==> src/hdl/cmd_seq_pkg.sv <==
package cmd_seq_pkg;

    // command memory geometry
    localparam int MEM_DEPTH  = 2048;
    localparam int MEM_ADDR_W = 11;

    // register window, memory sits right above it
    localparam int REG_COUNT = 8;
    localparam int MEM_BASE  = 8;

    // register byte addresses
    typedef enum logic [2:0] {
        REG_SOFT_RST  = 3'd0,
        REG_START     = 3'd1,
        REG_CONF      = 3'd2,
        REG_SIZE_LO   = 3'd3,
        REG_SIZE_HI   = 3'd4,
        REG_REPEAT_LO = 3'd5,
        REG_REPEAT_HI = 3'd6,
        REG_SPARE     = 3'd7
    } reg_addr_e;

    // conf bit 0 ext start enable, bit 1 negedge data
    localparam logic [7:0]  CONF_DEFAULT   = 8'h02;
    // send the pattern once by default
    localparam logic [15:0] REPEAT_DEFAULT = 16'd1;

    // send sequencer states
    typedef enum logic {
        SEQ_WAIT = 1'b0,
        SEQ_SEND = 1'b1
    } seq_state_e;

endpackage

==> src/hdl/cmd_cfg_if.sv <==
`timescale 1ns/1ps

interface cmd_cfg_if;

    // pattern length in bits
    logic [15:0] cmd_size;
    // number of pattern repeats
    logic [15:0] repeat_count;
    // external start pulse allowed
    logic        en_ext_start;
    // launch data on the falling edge
    logic        en_negedge_data;

    // register block owns the whole bundle
    modport regs_mp (
        output cmd_size,
        output repeat_count,
        output en_ext_start,
        output en_negedge_data
    );

    // sequencer needs length, repeats and start enable
    modport ctrl_mp (
        input cmd_size,
        input repeat_count,
        input en_ext_start
    );

    // shifter only picks the launch edge
    modport shift_mp (
        input en_negedge_data
    );

endinterface

==> src/hdl/cmd_seq_ctrl.sv <==
`timescale 1ns/1ps

module cmd_seq_ctrl import cmd_seq_pkg::*; (
    input  logic                  CMD_CLK_IN,
    input  logic                  reset_sync,
    input  logic                  seq_start,
    input  logic                  seq_clear,
    input  logic                  cmd_ext_start_flag,
    output logic                  ready,
    output logic [MEM_ADDR_W-1:0] seq_mem_addr,
    output logic                  shift_load,
    output logic                  shift_step,
    output logic                  shift_clear,
    output logic                  cmd_ext_start_enable,
    cmd_cfg_if.ctrl_mp            cfg
);

    seq_state_e  state;
    seq_state_e  next_state;
    logic [15:0] bit_cnt;
    logic [15:0] bit_cnt_inc;
    logic [15:0] repeat_cnt;
    logic        send_cmd;
    logic        at_wrap;
    logic        last_bit;
    logic        done;
    logic        sending;

    // register start or gated external pulse
    assign send_cmd = seq_start | (cmd_ext_start_flag & cmd_ext_start_enable);

    // bit_cnt == cmd_size is bit 0 of the next repeat
    assign at_wrap     = (bit_cnt == cfg.cmd_size);
    assign last_bit    = (bit_cnt == cfg.cmd_size - 16'd1);
    assign done        = at_wrap && (repeat_cnt == cfg.repeat_count);
    assign bit_cnt_inc = bit_cnt + 16'd1;

    always_comb begin
        next_state = state;
        case (state)
            SEQ_WAIT: begin
                // zero length never starts
                if (send_cmd && (cfg.cmd_size != 16'd0)) begin
                    next_state = SEQ_SEND;
                end
            end
            SEQ_SEND: begin
                // a start on the last bit keeps sending
                if (done && !send_cmd) begin
                    next_state = SEQ_WAIT;
                end
            end
            default: next_state = SEQ_WAIT;
        endcase
    end

    always_ff @(posedge CMD_CLK_IN) begin
        if (reset_sync || seq_clear) begin
            state <= SEQ_WAIT;
        end else begin
            state <= next_state;
        end
    end

    // stays in send for this and the next cycle
    assign sending = (state == SEQ_SEND) && (next_state == SEQ_SEND);

    // bit position, zero outside a send
    always_ff @(posedge CMD_CLK_IN) begin
        if (reset_sync || seq_clear || !sending) begin
            bit_cnt <= 16'd0;
        end else if (at_wrap) begin
            bit_cnt <= 16'd1;
        end else begin
            bit_cnt <= bit_cnt_inc;
        end
    end

    // repeat counter, saturating
    always_ff @(posedge CMD_CLK_IN) begin
        if (reset_sync || seq_clear || send_cmd) begin
            repeat_cnt <= 16'd1;
        end else if ((state == SEQ_SEND) && at_wrap && (repeat_cnt != 16'hffff)) begin
            repeat_cnt <= repeat_cnt + 16'd1;
        end
    end

    // fetch one cycle ahead of each byte load
    // byte 0 while idle and before every wrap
    assign seq_mem_addr = (!sending || last_bit) ? '0 : bit_cnt_inc[MEM_ADDR_W+2:3];

    // shifter control
    assign shift_clear = (state == SEQ_SEND) && (next_state == SEQ_WAIT);
    assign shift_load  = (state == SEQ_SEND) && !shift_clear &&
                         (at_wrap || (bit_cnt[2:0] == 3'd0));
    assign shift_step  = (state == SEQ_SEND) && !shift_clear && !shift_load;

    // idle flag trails the state by one clock
    always_ff @(posedge CMD_CLK_IN) begin
        if (reset_sync || seq_clear) begin
            ready <= 1'b1;
        end else begin
            ready <= (state == SEQ_WAIT);
        end
    end

    // enable seen by the external start logic
    always_ff @(posedge CMD_CLK_IN) begin
        if (reset_sync) begin
            cmd_ext_start_enable <= 1'b0;
        end else begin
            cmd_ext_start_enable <= cfg.en_ext_start;
        end
    end

endmodule

==> src/flat_wrapper.sv <==
// flat-port wrapper written by rule: the top's interface ports become plain ports
module cmd_seq_ctrl_flat import cmd_seq_pkg::*;
  (CMD_CLK_IN, reset_sync, seq_start, seq_clear, cmd_ext_start_flag, ready, seq_mem_addr, shift_load, shift_step, shift_clear, cmd_ext_start_enable, cfg_cmd_size, cfg_repeat_count, cfg_en_ext_start);
  cmd_cfg_if cfg_i ();
  input  logic CMD_CLK_IN;
  input  logic reset_sync;
  input  logic seq_start;
  input  logic seq_clear;
  input  logic cmd_ext_start_flag;
  output logic ready;
  output logic [MEM_ADDR_W-1:0] seq_mem_addr;
  output logic shift_load;
  output logic shift_step;
  output logic shift_clear;
  output logic cmd_ext_start_enable;
  input wire logic [$bits(cfg_i.cmd_size)-1:0] cfg_cmd_size;
  input wire logic [$bits(cfg_i.repeat_count)-1:0] cfg_repeat_count;
  input wire logic [$bits(cfg_i.en_ext_start)-1:0] cfg_en_ext_start;
  assign cfg_i.cmd_size = cfg_cmd_size;
  assign cfg_i.repeat_count = cfg_repeat_count;
  assign cfg_i.en_ext_start = cfg_en_ext_start;
  cmd_seq_ctrl u_core (.CMD_CLK_IN(CMD_CLK_IN), .reset_sync(reset_sync), .seq_start(seq_start), .seq_clear(seq_clear), .cmd_ext_start_flag(cmd_ext_start_flag), .ready(ready), .seq_mem_addr(seq_mem_addr), .shift_load(shift_load), .shift_step(shift_step), .shift_clear(shift_clear), .cmd_ext_start_enable(cmd_ext_start_enable), .cfg(cfg_i));
endmodule
==> config.mk <==
export PLATFORM = sky130hd
export DESIGN_NAME = cmd_seq_ctrl_flat
export DESIGN_NICKNAME = d
export VERILOG_FILES = /design/src/hdl/cmd_seq_pkg.sv /design/src/hdl/cmd_cfg_if.sv /design/src/hdl/cmd_seq_ctrl.sv /design/src/flat_wrapper.sv
export SDC_FILE = /design/constraint.sdc
export NUM_CORES = 1
export LEC_CHECK = 0
export BUFFER_PORTS_ARGS = -buffer_cell sky130_fd_sc_hd__buf_4
export CAP_MARGIN = 5
export CORE_ASPECT_RATIO = 1.4
export CORE_UTILIZATION = 25
export DETAILED_ROUTE_END_ITERATION = 16
export MAX_ROUTING_LAYER = met4
export PLACE_DENSITY = 0.4
export RECOVER_POWER = 100
export SETUP_SLACK_MARGIN = 0.5
export SYNTH_ARGS = -nofsm -noshare
export SYNTH_HDL_FRONTEND = slang
export SYNTH_SLANG_ARGS = --single-unit
==> constraint.sdc <==
create_clock -name CMD_CLK_IN -period 3.55 [get_ports CMD_CLK_IN]
set_input_delay 0.5325 -clock CMD_CLK_IN [delete_from_list [all_inputs] [get_ports CMD_CLK_IN]]
set_output_delay 0.5325 -clock CMD_CLK_IN [all_outputs]
set_load 0.02 [all_outputs]
-- Word level (Yosys, flattened, before mapping)
Cells that the tools add are included.
- flip-flop bits (word level): 35
- output and inout port bits: 16
- input bits: 38
- word-level logic and storage cells: 44
- reductions and logical operators: 22
- multiplexer cells: 5
- add/sub/neg operators: 3
- bitwise gates (word level): 4
- equality and inequality tests: 4
- operators with widths (kind ; count):
    $eq A16 B16 Y1 ; 3
    $add A16 B1 Y16 const B ; 2
    $ne A16 B16 Y1 const B ; 1
    $reduce_bool A16 Y1 ; 1
    $sub A16 B1 Y16 const B ; 1
    $mux W11 ; 1
    $logic_and A1 B1 Y1 ; 10
    $logic_or A1 B1 Y1 ; 5
    $logic_not A1 Y1 ; 4
    $logic_not A3 Y1 ; 1
    $mux W1 ; 3
    $not A1 Y1 ; 2
    $pmux W1 S2 ; 1
    $reduce_or A2 Y1 ; 1
    $and A1 B1 Y1 ; 1
    $or A1 B1 Y1 ; 1

-- Logic depth before layout (Yosys ltp)
- word-level depth: 13
- mapped depth: 11
- mapped depth without buffers: 8

-- Least setup slack after synthesis
OpenSTA, ideal clock, no wires.
- path type: input -> output
- start point: input cfg_cmd_size[0]
- end point: output seq_mem_addr[0]
- path buffers: 2
- stages: 10
- data required time: 3.017 ns
- arrival time: 2.468 ns
- setup slack: 0.550 ns
- cells stage by stage: clkbuf_1 > inv_1 > ha_1 > nor4_1 > mux2i_1 > a211oi_1 > a311oi_1 > nor4_1 > clkbuf_1 > nor2_1
- longest elaborated chain between the ends: 9
- elaborated cells between the ends (all ways): 14
- those cells by class: add/sub (1); eq/ne (2); mux (4); reduce/logical (7)
- ends and longest elaborated chain (item ; line ; RTL):
    start, declared ; flat_wrapper.sv:16 ; input wire logic [$bits(cfg_i.cmd_size)-1:0] cfg_cmd_size;
    parallel branches: the longest is 7 deep, another holds $sub A16 B1 Y16 ; -- ;
    $logic_or A1 B1 Y1 * ; cmd_seq_ctrl.sv:90 ; assign seq_mem_addr = (!sending || last_bit) ? '0 : bit_cnt_inc[MEM_ADDR_W+2:3];
    $mux W11 * ; cmd_seq_ctrl.sv:90 ;
    end, declared ; flat_wrapper.sv:11 ; output logic [MEM_ADDR_W-1:0] seq_mem_addr;
Mark *: on every way between the ends.

-- Worst setup path after layout
- start point: input cfg_cmd_size[6]
- end point: output seq_mem_addr[1]
The elaborated chain is that of the path after synthesis.

==> metrics.txt <==
leading area contributor after synthesis sky130_fd_sc_hd__dfxtp_1; number of storage elements in the synthesis netlist 35; final count of hold timing violations 0; minimum hold slack 0.428 ns; area of placed instances between 3000 and 4000 um2; data required time of the critical path approximately 3 ns; CTS max path bufs 2; cell row count 43; crit path cell chain buf_4, nor4_4, clkbuf_1, clkbuf_1, nand4_1, xnor2_1, o21ai_2, nor4_2, buf_4, buf_12, nor2_4, clkbuf_1; count leader, synth sky130_fd_sc_hd__xnor2_1; count of port buffers added during placement 53; number of cells after detailed placement roughly 500; final-layout fill cell count 1113; Routability Congestion 0.870; die area about 11000 um2; top cell type's share of synthesized area 27.5%; largest delay contributor family on the critical path buffers and inverters; drt drc 0; pin count of the biggest net entering global routing 18; Die Ht around 120 um; setup slack of the critical path after layout approximately 0.32 ns; First-pass DRT Iterations 4; Ys Warns 0; total via count in the routed design 2574; Starting Density around a quarter; number of setup violations in the final report 0; Initial DRC Count 58; synthesized area 2550 um2; post-synthesis cell type count 39; number of antenna violations at the first check in global routing 0; fin crit share between 90% and 100%; unrepaired setup endpoints after global routing no; Util after Layout between 30% and 40%; clock-pin transition on the worst setup and hold timing paths around 0.060 ns; post-layout min period 3.23 ns; Critical Path AT about 2.7 ns; number of clock sinks seen by CTS 35; max incr delay on CP slightly below 0.3 ns; Tot GR Track Use between 10% and 20%; share of synthesized flip-flops with an asynchronous set or reset 0%; ys flop type sky130_fd_sc_hd__dfxtp_1; share of layout cells above drive strength 1 25.6%; path type of the worst setup path input port to output port; headroom to the max-slew limit a little over two fifths; worst slack, placed between 0.2 and 0.3 ns; final cell count without fillers about 530; CTS tree built; kind of start point of the critical path input port; global-route wire length before repair ~13000 um; number of nets with antenna violations after detailed routing 0; half-perimeter wire length of the detailed placement result around 6300 um; antenna fix cells 0; share of synthesized area occupied by flip-flops and latches between 20% and 30%; number of enable flip-flop cells after synthesis 0; clock tree root driver cell sky130_fd_sc_hd__clkbuf_16; Post-CTS Hold Fix Bufs 0; H-tree depth 2; largest fanout of any net on the critical path 6; most frequent cells after synthesis sky130_fd_sc_hd__xnor2_1 (48), sky130_fd_sc_hd__nor2_1 (41), sky130_fd_sc_hd__dfxtp_1 (35); maximum operating frequency approximately 310 MHz; Bufs and invs on worst path 6; clock latency on the worst-skew pair approximately 0.28 ns; power density cells 269 nW/um2; sum of overflow across all layers after global routing 0; number of top-level design ports 54; chip width about 87 um; Post-Syn Nets 374; Worst Setup End Kind output port; result of the run complete, no violations; design area approximately 3600 um2; critical-path cell with the highest stage delay sky130_fd_sc_hd__clkbuf_1; Worst VDD drop 0.000170 V; skew final between 0.004 and 0.005 ns; cell repeated most along the worst path sky130_fd_sc_hd__clkbuf_1; cells taking the most area after synthesis sky130_fd_sc_hd__dfxtp_1 (27%), sky130_fd_sc_hd__xnor2_1 (16%), sky130_fd_sc_hd__nor2_1 (6.0%); total wire length after detailed routing just over 8000 um; Final #Nets 440; Avg WL per Cell about 15 um; Final TNS setup 0 ns; Post-Synthesis Cells 331; Post-Syn Area per Cell between 7 and 8 um2; max-slew violations 0; average via count per standard cell 4.83; maximum capacitance violations 0; worst hold path class input port to flop; number of global-route vias before repair approximately 2500; leakage about 1.3 nW; number of CTS-inserted buffers 5; total power about 960 uW; slew at the pin with the worst max-slew slack 0.861 ns; Core ar. between 9000 and 10000 um2; synth-to-layout area growth 39.5%
## area by class of cell
| cell class | instances | area (um2) | share of cell area, % |
|---|---|---|---|
| multi-input combinational | 271 | 1920 | 54.1 |
| timing repair buffer | 75 | 587 | 16.5 |
| clock inverter | 3 | 15.0 | 0.422 |
| inverter | 9 | 33.8 | 0.950 |
| sequential | 35 | 702 | 19.7 |
| clock buffer | 5 | 125 | 3.52 |
| tap | 135 | 169 | 4.75 |
## sequential cells by signal, summed over array words and instances (netlist names)
register,count
u_core.bit_cnt,16
u_core.cmd_ext_start_enable,1
u_core.state,1
u_core.repeat_cnt,16
u_core.ready,1
## metal layers
layer / part of all wire (%) / vias up / GRT usage, %
met2: 55 / 54 / 30.4
met1: 40 / 1219 / 16.7
met4: 1.8 / 0 / 6.66
li1: - / 1287 / -
met5: 0 / - / -
met3: 2.9 / 14 / 2.04
## what timing repair did
action | CTS | global route
gates resized for setup | 18 | 43
cloned | 1 | 0
pin swaps | 3 | 16
buffers inserted | 6 | 5
endpoints found under the setup margin | 12 | 11
## cell families (layout without fill, tap and decap cells)
group                      count (synthesis)  after routing  synth area share, %
adders and majority gates                  5              5                 2.45
and+or+nand+nor                          170            170                 34.6
DFF                                       35             35                 27.5
buffers and inverters                     25             92                 4.57
muxes                                      2              2                0.786
xor gates and xnor gates                  64             64                 22.0
AOI/OAI and AO/OA                         30             30                 8.10
## final timing paths
kind / startpoint / endpoint / slack, ns / cells after the start
worst min register to register: u_core.state$_SDFF_PP0_ / u_core.ready$_SDFF_PP1_ / 0.50 / 1
worst min-delay path: reset_sync / u_core.cmd_ext_start_enable$_SDFF_PP0_ / 0.43 / 2
worst max-delay path: cfg_cmd_size[6] / seq_mem_addr[1] / 0.32 / 12
worst max register to register: u_core.bit_cnt[10]$_SDFF_PP0_ / u_core.repeat_cnt[15]$_SDFFE_PP0P_ / 0.51 / 6
## report_power, final
| part | switching [mW] | internal (mW) | total [mW] | leakage, nW |
|---|---|---|---|---|
| combinational | 0.0708 | 0.0679 | 0.139 | 0.900 |
| sequential | 0.00220 | 0.395 | 0.397 | 0.283 |
| clock | 0.165 | 0.256 | 0.420 | 0.0733 |
| total | 0.238 | 0.718 | 0.956 | 1.26 |
## cells in the final DEF, fill, tap and decap left out, types with 5 or more instances in the layout
cell type,count
sky130_fd_sc_hd__nand3_1,20
sky130_fd_sc_hd__dfxtp_1,34
sky130_fd_sc_hd__nor2_4,6
sky130_fd_sc_hd__xnor2_1,46
sky130_fd_sc_hd__a21oi_1,6
sky130_fd_sc_hd__clkbuf_16,5
sky130_fd_sc_hd__buf_6,11
sky130_fd_sc_hd__nand2_1,26
sky130_fd_sc_hd__inv_1,8
sky130_fd_sc_hd__nor3_1,18
sky130_fd_sc_hd__nand4_1,19
sky130_fd_sc_hd__buf_4,53
sky130_fd_sc_hd__and3_1,5
sky130_fd_sc_hd__clkbuf_1,8
sky130_fd_sc_hd__xor2_1,15
sky130_fd_sc_hd__nor2_1,33
sky130_fd_sc_hd__nor2b_1,13
Power figures use the tool's default switching activity.
