--- src/hdl/cmd_cfg_if.sv ---
`timescale 1ns/1ps

interface cmd_cfg_if;

    // pattern length in bits
    logic [15:0] cmd_size;
    // number of pattern repeats
    logic [15:0] repeat_count;
    // external start pulse allowed
    logic        en_ext_start;
    // launch data on the falling edge
    logic        en_negedge_data;

    // register block owns the whole bundle
    modport regs_mp (
        output cmd_size,
        output repeat_count,
        output en_ext_start,
        output en_negedge_data
    );

    // sequencer needs length, repeats and start enable
    modport ctrl_mp (
        input cmd_size,
        input repeat_count,
        input en_ext_start
    );

    // shifter only picks the launch edge
    modport shift_mp (
        input en_negedge_data
    );

endinterface

--- src/hdl/cmd_seq_shifter.sv ---
`timescale 1ns/1ps

module cmd_seq_shifter (
    input  logic       CMD_CLK_IN,
    input  logic       reset_sync,
    input  logic       seq_clear,
    input  logic [7:0] seq_mem_data,
    input  logic       shift_load,
    input  logic       shift_step,
    input  logic       shift_clear,
    output logic       cmd_data,
    cmd_cfg_if.shift_mp cfg
);

    logic [7:0] send_word;
    logic       data_pos;
    logic       data_neg;

    // current byte, msb is the next bit out
    always_ff @(posedge CMD_CLK_IN) begin
        if (reset_sync || seq_clear) begin
            send_word <= 8'h00;
        end else if (shift_clear) begin
            // line idles low after the last bit
            send_word <= 8'h00;
        end else if (shift_load) begin
            send_word <= seq_mem_data;
        end else if (shift_step) begin
            send_word <= {send_word[6:0], 1'b0};
        end
    end

    // rising edge launch
    always_ff @(posedge CMD_CLK_IN) begin
        if (reset_sync) begin
            data_pos <= 1'b0;
        end else begin
            data_pos <= send_word[7];
        end
    end

    // retimed half a period later
    always_ff @(negedge CMD_CLK_IN) begin
        data_neg <= data_pos;
    end

    // launch edge select
    assign cmd_data = cfg.en_negedge_data ? data_neg : data_pos;

endmodule

--- src/flat_wrapper.sv ---
// flat-port wrapper written by rule: the top's interface ports become plain ports
module cmd_seq_shifter_flat 
  (CMD_CLK_IN, reset_sync, seq_clear, seq_mem_data, shift_load, shift_step, shift_clear, cmd_data, cfg_en_negedge_data);
  cmd_cfg_if cfg_i ();
  input  logic CMD_CLK_IN;
  input  logic reset_sync;
  input  logic seq_clear;
  input  logic [7:0] seq_mem_data;
  input  logic shift_load;
  input  logic shift_step;
  input  logic shift_clear;
  output logic cmd_data;
  input wire logic [$bits(cfg_i.en_negedge_data)-1:0] cfg_en_negedge_data;
  assign cfg_i.en_negedge_data = cfg_en_negedge_data;
  cmd_seq_shifter u_core (.CMD_CLK_IN(CMD_CLK_IN), .reset_sync(reset_sync), .seq_clear(seq_clear), .seq_mem_data(seq_mem_data), .shift_load(shift_load), .shift_step(shift_step), .shift_clear(shift_clear), .cmd_data(cmd_data), .cfg(cfg_i));
endmodule
--- config.mk ---
export PLATFORM = sky130hd
export DESIGN_NAME = cmd_seq_shifter_flat
export DESIGN_NICKNAME = d
export VERILOG_FILES = /design/src/hdl/cmd_cfg_if.sv /design/src/hdl/cmd_seq_shifter.sv /design/src/flat_wrapper.sv
export SDC_FILE = /design/constraint.sdc
export NUM_CORES = 1
export LEC_CHECK = 0
export BUFFER_PORTS_ARGS = -buffer_cell sky130_fd_sc_hd__clkbuf_2
export CAP_MARGIN = 20
export CELL_PAD_IN_SITES_DETAIL_PLACEMENT = 1
export CELL_PAD_IN_SITES_GLOBAL_PLACEMENT = 1
export CORE_MARGIN = 2
export CORE_UTILIZATION = 30
export DETAILED_ROUTE_END_ITERATION = 6
export GPL_ROUTABILITY_DRIVEN = 0
export PLACE_DENSITY_LB_ADDON = 0.1
export SKIP_CTS_REPAIR_TIMING = 1
export SKIP_LAST_GASP = 1
export SYNTH_ARGS = -nofsm -noshare
export SYNTH_HDL_FRONTEND = slang
export SYNTH_SLANG_ARGS = --single-unit
--- constraint.sdc ---
create_clock -name CMD_CLK_IN -period 2.5 [get_ports CMD_CLK_IN]
set_input_delay 0.25 -clock CMD_CLK_IN [delete_from_list [all_inputs] [get_ports CMD_CLK_IN]]
set_output_delay 0.25 -clock CMD_CLK_IN [all_outputs]
set_load 0.005 [all_outputs]
---- Word-level counts from Yosys, hierarchy flattened ----
Index checks and enable logic that the tools add are counted.
operators by class
  mux-type cells .......................... 3
  reductions and logical operators ........ 3
operators by type and width
  cell                number
  8-bit 2-to-1 mux    2
  2-bit nonzero test  1
  2-bit OR reduction  1
  1-bit logical OR    1
  1-bit 2-to-1 mux    1
word-level totals
  output and inout port bits .............. 1
  register bits after elaboration ......... 10
  word-level logic and storage cells ...... 9

---- Longest topological paths before layout ----
Gate-level depths: netlist of run 1.
  depth in word-level cells ............... 2
  gate-level depth with buffers ........... 3

==> results of run 1 <==
-- cell families (layout without fill, tap and decap cells) --
group | Yosys count | after routing | share of synthesized area
AND/OR/NAND/NOR | 11 | 11 | 0.167
flip-flops | 10 | 10 | 0.453
AO/OA/AOI/OAI | 8 | 8 | 0.142
multiplexers | 8 | 8 | 0.184
buffers and inverters | 4 | 21 | 0.0538
-- stage by stage --
stage          power [uW]  hold slack (ns)  std cells  instance area [sq um]
2_1_floorplan         191            0.322         41                    442
3_3_place_gp          204            0.425         69                    519
3_5_place_dp          206            0.448         69                    519
4_1_cts               332            0.157         73                    546
6_report              323            0.165         73                    549
5_1_grt               343            0.153         73                    549
-- synthesized netlist by cell type --
cell	count
or3b_1	1
a211oi_2	1
buf_2	1
mux2i_1	7
nor2b_1	8
inv_1	2
mux2_2	1
a211oi_1	6
or3_4	1
dfxtp_1	10
a21oi_1	1
buf_6	1
nand2_1	1
-- worst max path at each step --
stage / start / slack (ns) / end
final: u_core.data_neg / 0.03 / cmd_data
after global routing: u_core.data_neg / -0.02 / cmd_data
after CTS: u_core.data_neg / 0.01 / cmd_data
after detailed placement: u_core.data_neg / 0.36 / cmd_data
after global placement: u_core.data_neg / 0.37 / cmd_data
after floorplan: u_core.data_neg / 0.47 / cmd_data
-- layout by cell type, fill, tap and decap left out --
master,netlist,final
mux2i_1,7,7
clkbuf_4,0,3
nor2b_1,8,8
a211oi_2,1,1
or3_4,1,1
mux2_4,0,1
nand2_1,1,1
clkbuf_1,0,1
or3b_1,1,1
a21oi_1,1,1
a211oi_1,6,6
clkbuf_2,0,15
dfxtp_1,10,10
inv_1,2,2
-- area by class of cell --
| cell class | instances | area [sq um] | share of cell area |
|---|---|---|---|
| sequential | 10 | 200 | 0.364 |
| timing repair buffer | 15 | 75.1 | 0.137 |
| clock buffer | 4 | 26.3 | 0.0478 |
| multi-input combinational | 27 | 221 | 0.403 |
| inverter | 1 | 3.75 | 0.00683 |
| tap | 15 | 18.8 | 0.0342 |
| clock inverter | 1 | 3.75 | 0.00683 |
-- per-layer routing --
layer | up-vias | track usage | share of wire
met1 | 161 | 0.128 | 0.40
met4 | 0 | 0.0938 | 0.0069
met3 | 2 | 0.0431 | 0.051
li1 | 179 | - | -
met2 | 9 | 0.228 | 0.54
met5 | - | 0 | 0
-- report_power, final --
part	internal, uW	switching (uW)	total [uW]	leakage [uW]
clock network	63.8	61.4	125	0.0000203
logic	17.3	15.6	32.9	0.000144
registers	163	1.75	165	0.0000811
total	244	78.7	323	0.000245
-- state kept, by name, summed over array words and instances, names as in the netlist --
name,cells
u_core.data_neg,1
u_core.data_pos,1
u_core.send_word,8
==> impl_results.md, run 1 <==
- Run status: completed
- Hold Path Origin: reset_sync
- Final hold violations: 0
- Post-Route Skew: 0.0581 ns
- Via count: 351
- Slew margin rel.: 0.829
- Setup TNS: 0 ns
- Final #Nets: 74
- Hold Crit Class: input pin to register
- PortBufs: 15
- Syn Nets: 56
- Crit-path cells: mux2_4 -> clkbuf_2
- CP max FO: 1
- Synth top area cells: dfxtp_1 (45%), mux2i_1 (16%), nor2b_1 (11%), a211oi_1 (10%), a211oi_2 (2.8%)
- Clock H-tree levels: 1
- WP data required: roughly 2.3 ns
- Mapped Cells: 41
- Crit. End Element: output pin
- Max-slew violations: 0
- First-pass GRT wire length: 1670 um
- Clk root buf: clkbuf_4
- Critical path arrival: approximately 2.2 ns
- Sequential share of the synthesized area: 0.453
- Worst Setup Start Kind: register
- Worst hold stages: 2
- ANT nets after route: 0
- Max stage delay on crit path: 0.29 ns
- Worst reg2reg path startpoint: u_core.data_pos
- Gr usage total: 0.131
- Core box area: 1330 sq um
- Grt ovf: 0
- Synthesized area per cell: 10.8 sq um
- Vias in the first global route: approximately 400
- Worst slack at placement: 0.360 ns
- Maximum VDD drop: 0.207 mV
- RSZ-0062 raised after global routing: true
- Per-cell routed wire length: about 14 um
- Setup slack after layout: 0.0319 ns
- Yosys top cell area share: 0.453
- Clock buffer depth: 2
- Leading area contributor after synthesis: dfxtp_1
- Mapped Area: 442 sq um
- CTS tree: built
- # diodes: 0
- Synthesis Warnings: 0
- Worst-Margin Slew: 0.257 ns
- Reg-to-reg setup timing slack: 0.89 ns
- Synth-to-Final Area Change: 24.4%
- DIE WIDTH: 42.4 um
- I/O pin cnt: 16
- Starting Density: 0.331
- Leakage Power: 0.000245 uW
- Largest net degree at the start of global routing: 11
- Setup Crit Path Kind: register to output pin
- Pwr/cell area: just under 600 nW/um^2
- Critical path depth: 2
- # setup viols final: 0
- Max_cap viols: 0
- Yosys cell types: 13
- Worst r2r path cells: 0
- Num Clock Sinks: 10
- Cell family with most CP delay: flip-flops
- Die Area: 1800 sq um
- Share of layout cells above drive strength 1: 0.362
- Worst R2R End: u_core.data_neg
- Drt drc: 0
- Via density: 4.81
- Fillers: 170
- Routed wire length: 1020 um
- Fin util: 0.412
- Clock Latency Late Sink: 0.32 ns
- TritonCTS Buffers: 3
- Chip height: 42.4 um
- Worst-path clk slew: 0.07 ns
- Site row count: 13
- Buf/Inv on CP: 1
- Hold endpoint: u_core.data_pos
- First-pass iteration count of the detailed router: 2
- Post-synthesis sequential element count: 10
- DR iter-0 viols: 1
- Max stage delay cell, worst path: dfxtp_1
- Antenna violations before repair: 0
(Power assumes the default switching activity.)
==> inputs of run 2 (changes only) <==
--- a/config.mk
+++ b/config.mk
@@ -5,7 +5,7 @@
 export SDC_FILE = /design/constraint.sdc
 export NUM_CORES = 1
 export LEC_CHECK = 0
-export BUFFER_PORTS_ARGS = -buffer_cell sky130_fd_sc_hd__clkbuf_2
+export BUFFER_PORTS_ARGS = -buffer_cell sky130_fd_sc_hd__buf_2
 export CAP_MARGIN = 20
 export CELL_PAD_IN_SITES_DETAIL_PLACEMENT = 1
 export CELL_PAD_IN_SITES_GLOBAL_PLACEMENT = 1
==> run 2 against run 1 <==
Effect of this change:
- largest power group unchanged
- power up 8.5%
- combinational power about the same
- hold slack worse by 0.014 ns
- cell area up 3.0%
- largest cell class unchanged
- register-to-register slack about the same
- worst setup slack worse by 0.0095 ns
- die area unchanged
- critical path type unchanged
==> impl_results.md, run 2 (synthesis results as in run 1) <==
- Largest net degree at the start of global routing: 11 (unchanged)
- # diodes: 0 (unchanged)
- Max-slew violations: 0 (unchanged)
- Worst Setup Start Kind: register
- Clock H-tree levels: 1 (unchanged)
- Drt drc: 0 (unchanged)
- Chip height: 42.4 um (unchanged)
- Max stage delay on crit path: 0.29 ns (about the same)
- TritonCTS Buffers: 3 (unchanged)
- Slew margin rel.: 0.819 (-0.00960)
- Met3 Usage GRT: 0.0603 (+0.0172)
- Routed wire length: 958 um (-6.1%)
- Most frequent cells in the layout: buf_2 (14), dfxtp_1 (10), nor2b_1 (8)
- Critical path arrival: 2.23 ns (about the same)
- Run status: completed
- Most Crowded Layer GR: met2
- Met2 Use GR: 0.197 (-0.0308)
- Clk root buf: clkbuf_4
- Fillers: 161 (-5.3%)
- Post-DP HPWL: around 730 um
- Clock Latency Late Sink: 0.32 ns (about the same)
- Number of flip-flops in the largest register: 8 (unchanged)
- Site row count: 13 (unchanged)
- Setup Crit Path Kind: register to output pin
- Starting Density: 0.331 (unchanged)
- Post-Route Skew: 0.0579 ns (-0.000150 ns)
- Final hold violations: 0 (unchanged)
- Worst-Margin Slew: 0.271 ns (+0.0144 ns)
- First-pass GRT wire length: 1690 um (+1.3%)
- Antenna violations before repair: 0 (unchanged)
- Gr usage total: 0.126 (-0.00453)
- Hold slack: 0.151 ns (-0.0141 ns)
- First-pass iteration count of the detailed router: 2 (unchanged)
- CP max FO: 1 (unchanged)
- Max stage delay cell, worst path: dfxtp_1
- Grt ovf: 0 (unchanged)
- Cell family with most CP delay: flip-flops
- Power Total: 350 uW (+8.5%)
- ANT nets after route: 0 (unchanged)
- Crit. End Element: output pin
- Met1 Use GR: 0.145 (+0.0179)
- CTS tree: built
- Vias in the first global route: 394 (-2.0%)
- Per-cell routed wire length: 13.1 um (-6.1%)
- Share of layout cells above drive strength 1: 0.379 (+0.0172)
- Synth-to-Final Area Change: 28.0%
- RSZ-0062 raised after global routing: true
- # setup viols final: 0 (unchanged)
- Buf/Inv on CP: 1 (unchanged)
- Leakage Power: 0.000250 uW (+1.8%)
- DIE WIDTH: 42.4 um (unchanged)
- Largest Register: u_core.send_word
- Die Area: 1800 sq um (unchanged)
- Core box area: 1330 sq um (unchanged)
- Top Registers: u_core.send_word: 8 flops, u_core.data_neg: 1 flops, u_core.data_pos: 1 flops
- Worst-path clk slew: 0.07 ns (about the same)
- PortBufs: 15 (unchanged)
- Crit-path cells: mux2_4 -> buf_6
- Num Clock Sinks: 10 (unchanged)
- Via density: 4.74 (-1.4%)
- Maximum VDD drop: 0.318 mV (+53%)
- WP data required: 2.25 ns (about the same)
- Hold Crit Class: input pin to register
- Max_cap viols: 0 (unchanged)
- Final #Nets: 74 (unchanged)
- DR iter-0 viols: 1 (unchanged)
- I/O pin cnt: 16 (unchanged)
- Commonest non-fill, non-tap cell in the layout: buf_2
- Pwr/cell area: 619 nW/um^2 (+5.4%)
- Via count: 346 (-1.4%)
- Clock buffer depth: 2 (unchanged)
run 2: changes by cell type in the layout (fill, tap and decap cells not counted):
cell,previous run,this run
clkbuf_1,1,0
buf_2,0,14
clkbuf_8,0,1
buf_6,0,1
clkbuf_2,15,0
run 2: area by class of cell:
class,instances,area (sq um),share of cell area
clock buffers,4,36.3,0.0642
clock inverters,1,3.75,0.00664
inverters,1,3.75,0.00664
multi-input cells,27,221,0.392
flip-flops and latches,10,200,0.354
well taps,15,18.8,0.0332
repair buffers,15,81.3,0.144
run 2: worst paths after layout:
check	depth (start not counted)	slack (ns)	to	from
setup reg to reg	0	0.89	u_core.data_neg	u_core.data_pos
hold reg to reg	1	0.47	u_core.data_pos	u_core.send_word[7]
setup / recovery	2	0.02	cmd_data	u_core.data_neg
hold / removal	2	0.15	u_core.data_pos	reset_sync
run 2: metal layers:
| metal | wire [um] | up-vias |
|---|---|---|
| li1 | - | 180 |
| met1 | 448 | 155 |
| met2 | 448 | 11 |
| met3 | 61 | 0 |
| met4 | 0 | 0 |
| met5 | 0 | - |
run 2: power by group:
part           switching [uW]  internal [uW]
registers                1.73            163
logic                    15.4           17.5
clock network            62.1           90.5
run 2: stage by stage:
| step | TNS, ns | std cells | instance area (sq um) | util | setup WS [ns] |
|---|---|---|---|---|---|
| 3_5_place_dp | 0 | 69 | 519 | 0.389 | 0.351 |
| 2_1_floorplan | 0 | 41 | 442 | - | 0.470 |
| 3_3_place_gp | 0 | 69 | 519 | 0.389 | 0.361 |
| 5_1_grt | -0.0210 | 73 | 566 | 0.424 | -0.0210 |
| 6_report | 0 | 73 | 566 | 0.424 | 0.0224 |
| 4_1_cts | 0 | 73 | 556 | 0.417 | 0.00865 |
==> inputs of run 3 (changes only) <==
==> constraint.sdc (replaced) <==
create_clock -name CMD_CLK_IN -period 2.6 [get_ports CMD_CLK_IN]
set_input_delay 0.26 -clock CMD_CLK_IN [delete_from_list [all_inputs] [get_ports CMD_CLK_IN]]
set_output_delay 0.26 -clock CMD_CLK_IN [all_outputs]
set_load 0.005 [all_outputs]
==> run 3 against run 2 <==
Effect of this change:
- power fell by 4.0%
- combinational power decreased by 6.1%
- utilization is 0.75 points lower
- cell area is 1.8% lower
- via count shrank 0.58%
- critical path depth unchanged
- non-clock buffer count is the same
- routed wire length decreased by 0.31%
- sequential share of layout area grew 0.64 points
- clock-buffer cell count unchanged
- die area unchanged
- first-iteration DRC count stayed put
- highest routed layer unchanged
==> impl_results.md, run 3 (synthesis results as in run 1) <==
- CP max FO: 1 (unchanged)
- Worst slack at placement: 0.391 ns (+0.0400 ns)
- Drt drc: 0 (unchanged)
- # diodes: 0 (unchanged)
- Post-Route Skew: 0.0579 ns (+0.000000700 ns)
- WP data required: 2.34 ns (+0.09 ns)
- Setup slack after layout: 0.0643 ns (+0.0419 ns)
- RSZ-0062 raised after global routing: false
- Via count: 344 (-0.58%)
- Starting Density: 0.331 (unchanged)
- Number of flip-flops in the largest register: 8 (unchanged)
- # setup viols final: 0 (unchanged)
- PortBufs: 15 (unchanged)
- Antenna violations before repair: 0 (unchanged)
- Gr usage total: 0.126 (unchanged)
- Storage element area: 200 sq um (unchanged)
- Worst R2R End: u_core.data_neg
- Part of the power in registers: 0.471 (about the same)
- Max-slew violations: 0 (unchanged)
- Clock H-tree levels: 1 (unchanged)
- Reg-to-reg setup timing slack: 0.93 ns (+0.04 ns)
- Per-cell routed wire length: 13.1 um (-0.31%)
- Critical path arrival: 2.28 ns (+0.05 ns)
- Setup Crit Path Kind: register to output pin
- Routed wire length: 955 um (-0.31%)
- Core box area: 1330 sq um (unchanged)
- Die Area: 1800 sq um (unchanged)
- Max_cap viols: 0 (unchanged)
- Most frequent cells in the layout: buf_2 (15), dfxtp_1 (10), nor2b_1 (8)
- Top Registers: u_core.send_word: 8 flops, u_core.data_neg: 1 flops, u_core.data_pos: 1 flops
- Clock network power share: 0.437 (about the same)
- Run status: completed
- Final #Nets: 74 (unchanged)
- DIE WIDTH: 42.4 um (unchanged)
- Worst r2r path cells: 0 (unchanged)
- Hold Crit Class: input pin to register
- Chip height: 42.4 um (unchanged)
- First-pass iteration count of the detailed router: 2 (unchanged)
- Site row count: 13 (unchanged)
- Fin util: 0.417 (-0.00750)
- Final hold violations: 0 (unchanged)
- DP Area: 519 sq um (unchanged)
- ANT nets after route: 0 (unchanged)
- Slew margin rel.: 0.819 (about the same)
- Synth-to-Final Area Change: 25.8%
- Net load switching power: 76.0 uW (-4.1%)
- Grt ovf: 0 (unchanged)
- Hold Path Origin: reset_sync
- Crit. End Element: output pin
- Area of the multi-input gates: 218 sq um (-1.7%)
- Combinational power share: 0.092 (-0.002)
- Clk root buf: clkbuf_4
- Clock buffer depth: 2 (unchanged)
- TritonCTS Buffers: 3 (unchanged)
- I/O pin cnt: 16 (unchanged)
- Worst reg2reg path startpoint: u_core.data_pos
- DR iter-0 viols: 1 (unchanged)
- Leakage Power: 0.000247 uW (-1.2%)
- Fillers: 164 (+1.9%)
- Hold endpoint: u_core.data_pos
- Largest net degree at the start of global routing: 11 (unchanged)
- Vias in the first global route: 394 (unchanged)
- Num Clock Sinks: 10 (unchanged)
- Pwr/cell area: 605 nW/um^2 (-2.3%)
- Commonest non-fill, non-tap cell in the layout: buf_2
- Largest Register: u_core.send_word
- Switching Fraction: 0.226 (about the same)
- Share of layout cells above drive strength 1: 0.379 (unchanged)
- Worst-path clk slew: 0.07 ns (about the same)
- CTS tree: built
- Hold slack: 0.161 ns (+0.00999 ns)
- Post-DP HPWL: 730 um (unchanged)
- Finished Cell Area: 556 sq um (-1.8%)
- First-pass GRT wire length: 1690 um (unchanged)
- Setup TNS: 0 ns (unchanged)
- Worst hold stages: 2 (unchanged)
- Worst-Margin Slew: 0.271 ns (+0.000289 ns)
- Clock Latency Late Sink: 0.32 ns (about the same)
- Via density: 4.71 (-0.58%)
- Internal power: 260 uW (-4.0%)
- Maximum VDD drop: 0.305 mV (-3.9%)
- Worst Setup Start Kind: register
[run 3: cell counts in the layout (fill, tap and decap cells not counted)]
No cell type changed its count.
[run 3: area by class of cell]
cell class | instances | share of cell area
Clock buffer | 4 | 0.0653
Clock inverter | 1 | 0.00676
Inverter | 1 | 0.00676
Multi-Input combinational cell | 27 | 0.392
Sequential cell | 10 | 0.360
Tap cell | 15 | 0.0338
Timing Repair Buffer | 15 | 0.135
[run 3: worst max path at each step]
stage                         start        to  cells after the start
floorplan           u_core.data_neg  cmd_data                      1
global placement    u_core.data_neg  cmd_data                      2
detailed placement  u_core.data_neg  cmd_data                      2
CTS                 u_core.data_neg  cmd_data                      2
global route        u_core.data_neg  cmd_data                      2
finish              u_core.data_neg  cmd_data                      2
[run 3: critical path: stages, from the launching register on]
cell and delay (ns):
dfxtp_1 0.29, mux2_2 0.25, buf_2 0.12
[run 3: power by group through the flow]
stage | clock network, uW | registers, uW | logic, uW
6_report | 147 | 158 | 31.0
5_1_grt | 161 | 159 | 34.2
4_1_cts | 151 | 158 | 31.2
3_5_place_dp | 4.81 | 162 | 31.1
3_3_place_gp | 4.81 | 162 | 29.7
2_1_floorplan | 4.81 | 161 | 18.0
[run 3: layer usage]
layer	global-route usage	wire length, um	up-vias
li1	-	-	180
met1	0.145	448	153
met2	0.197	442	11
met3	0.0603	64	0
met4	0.0563	0	0
met5	0	0	-
[run 3: metrics by stage]
step | cells | total power, uW
floorplan | 41 | 184
global placement | 69 | 196
detailed placement | 69 | 198
CTS | 73 | 340
global route | 73 | 354
finish | 73 | 336
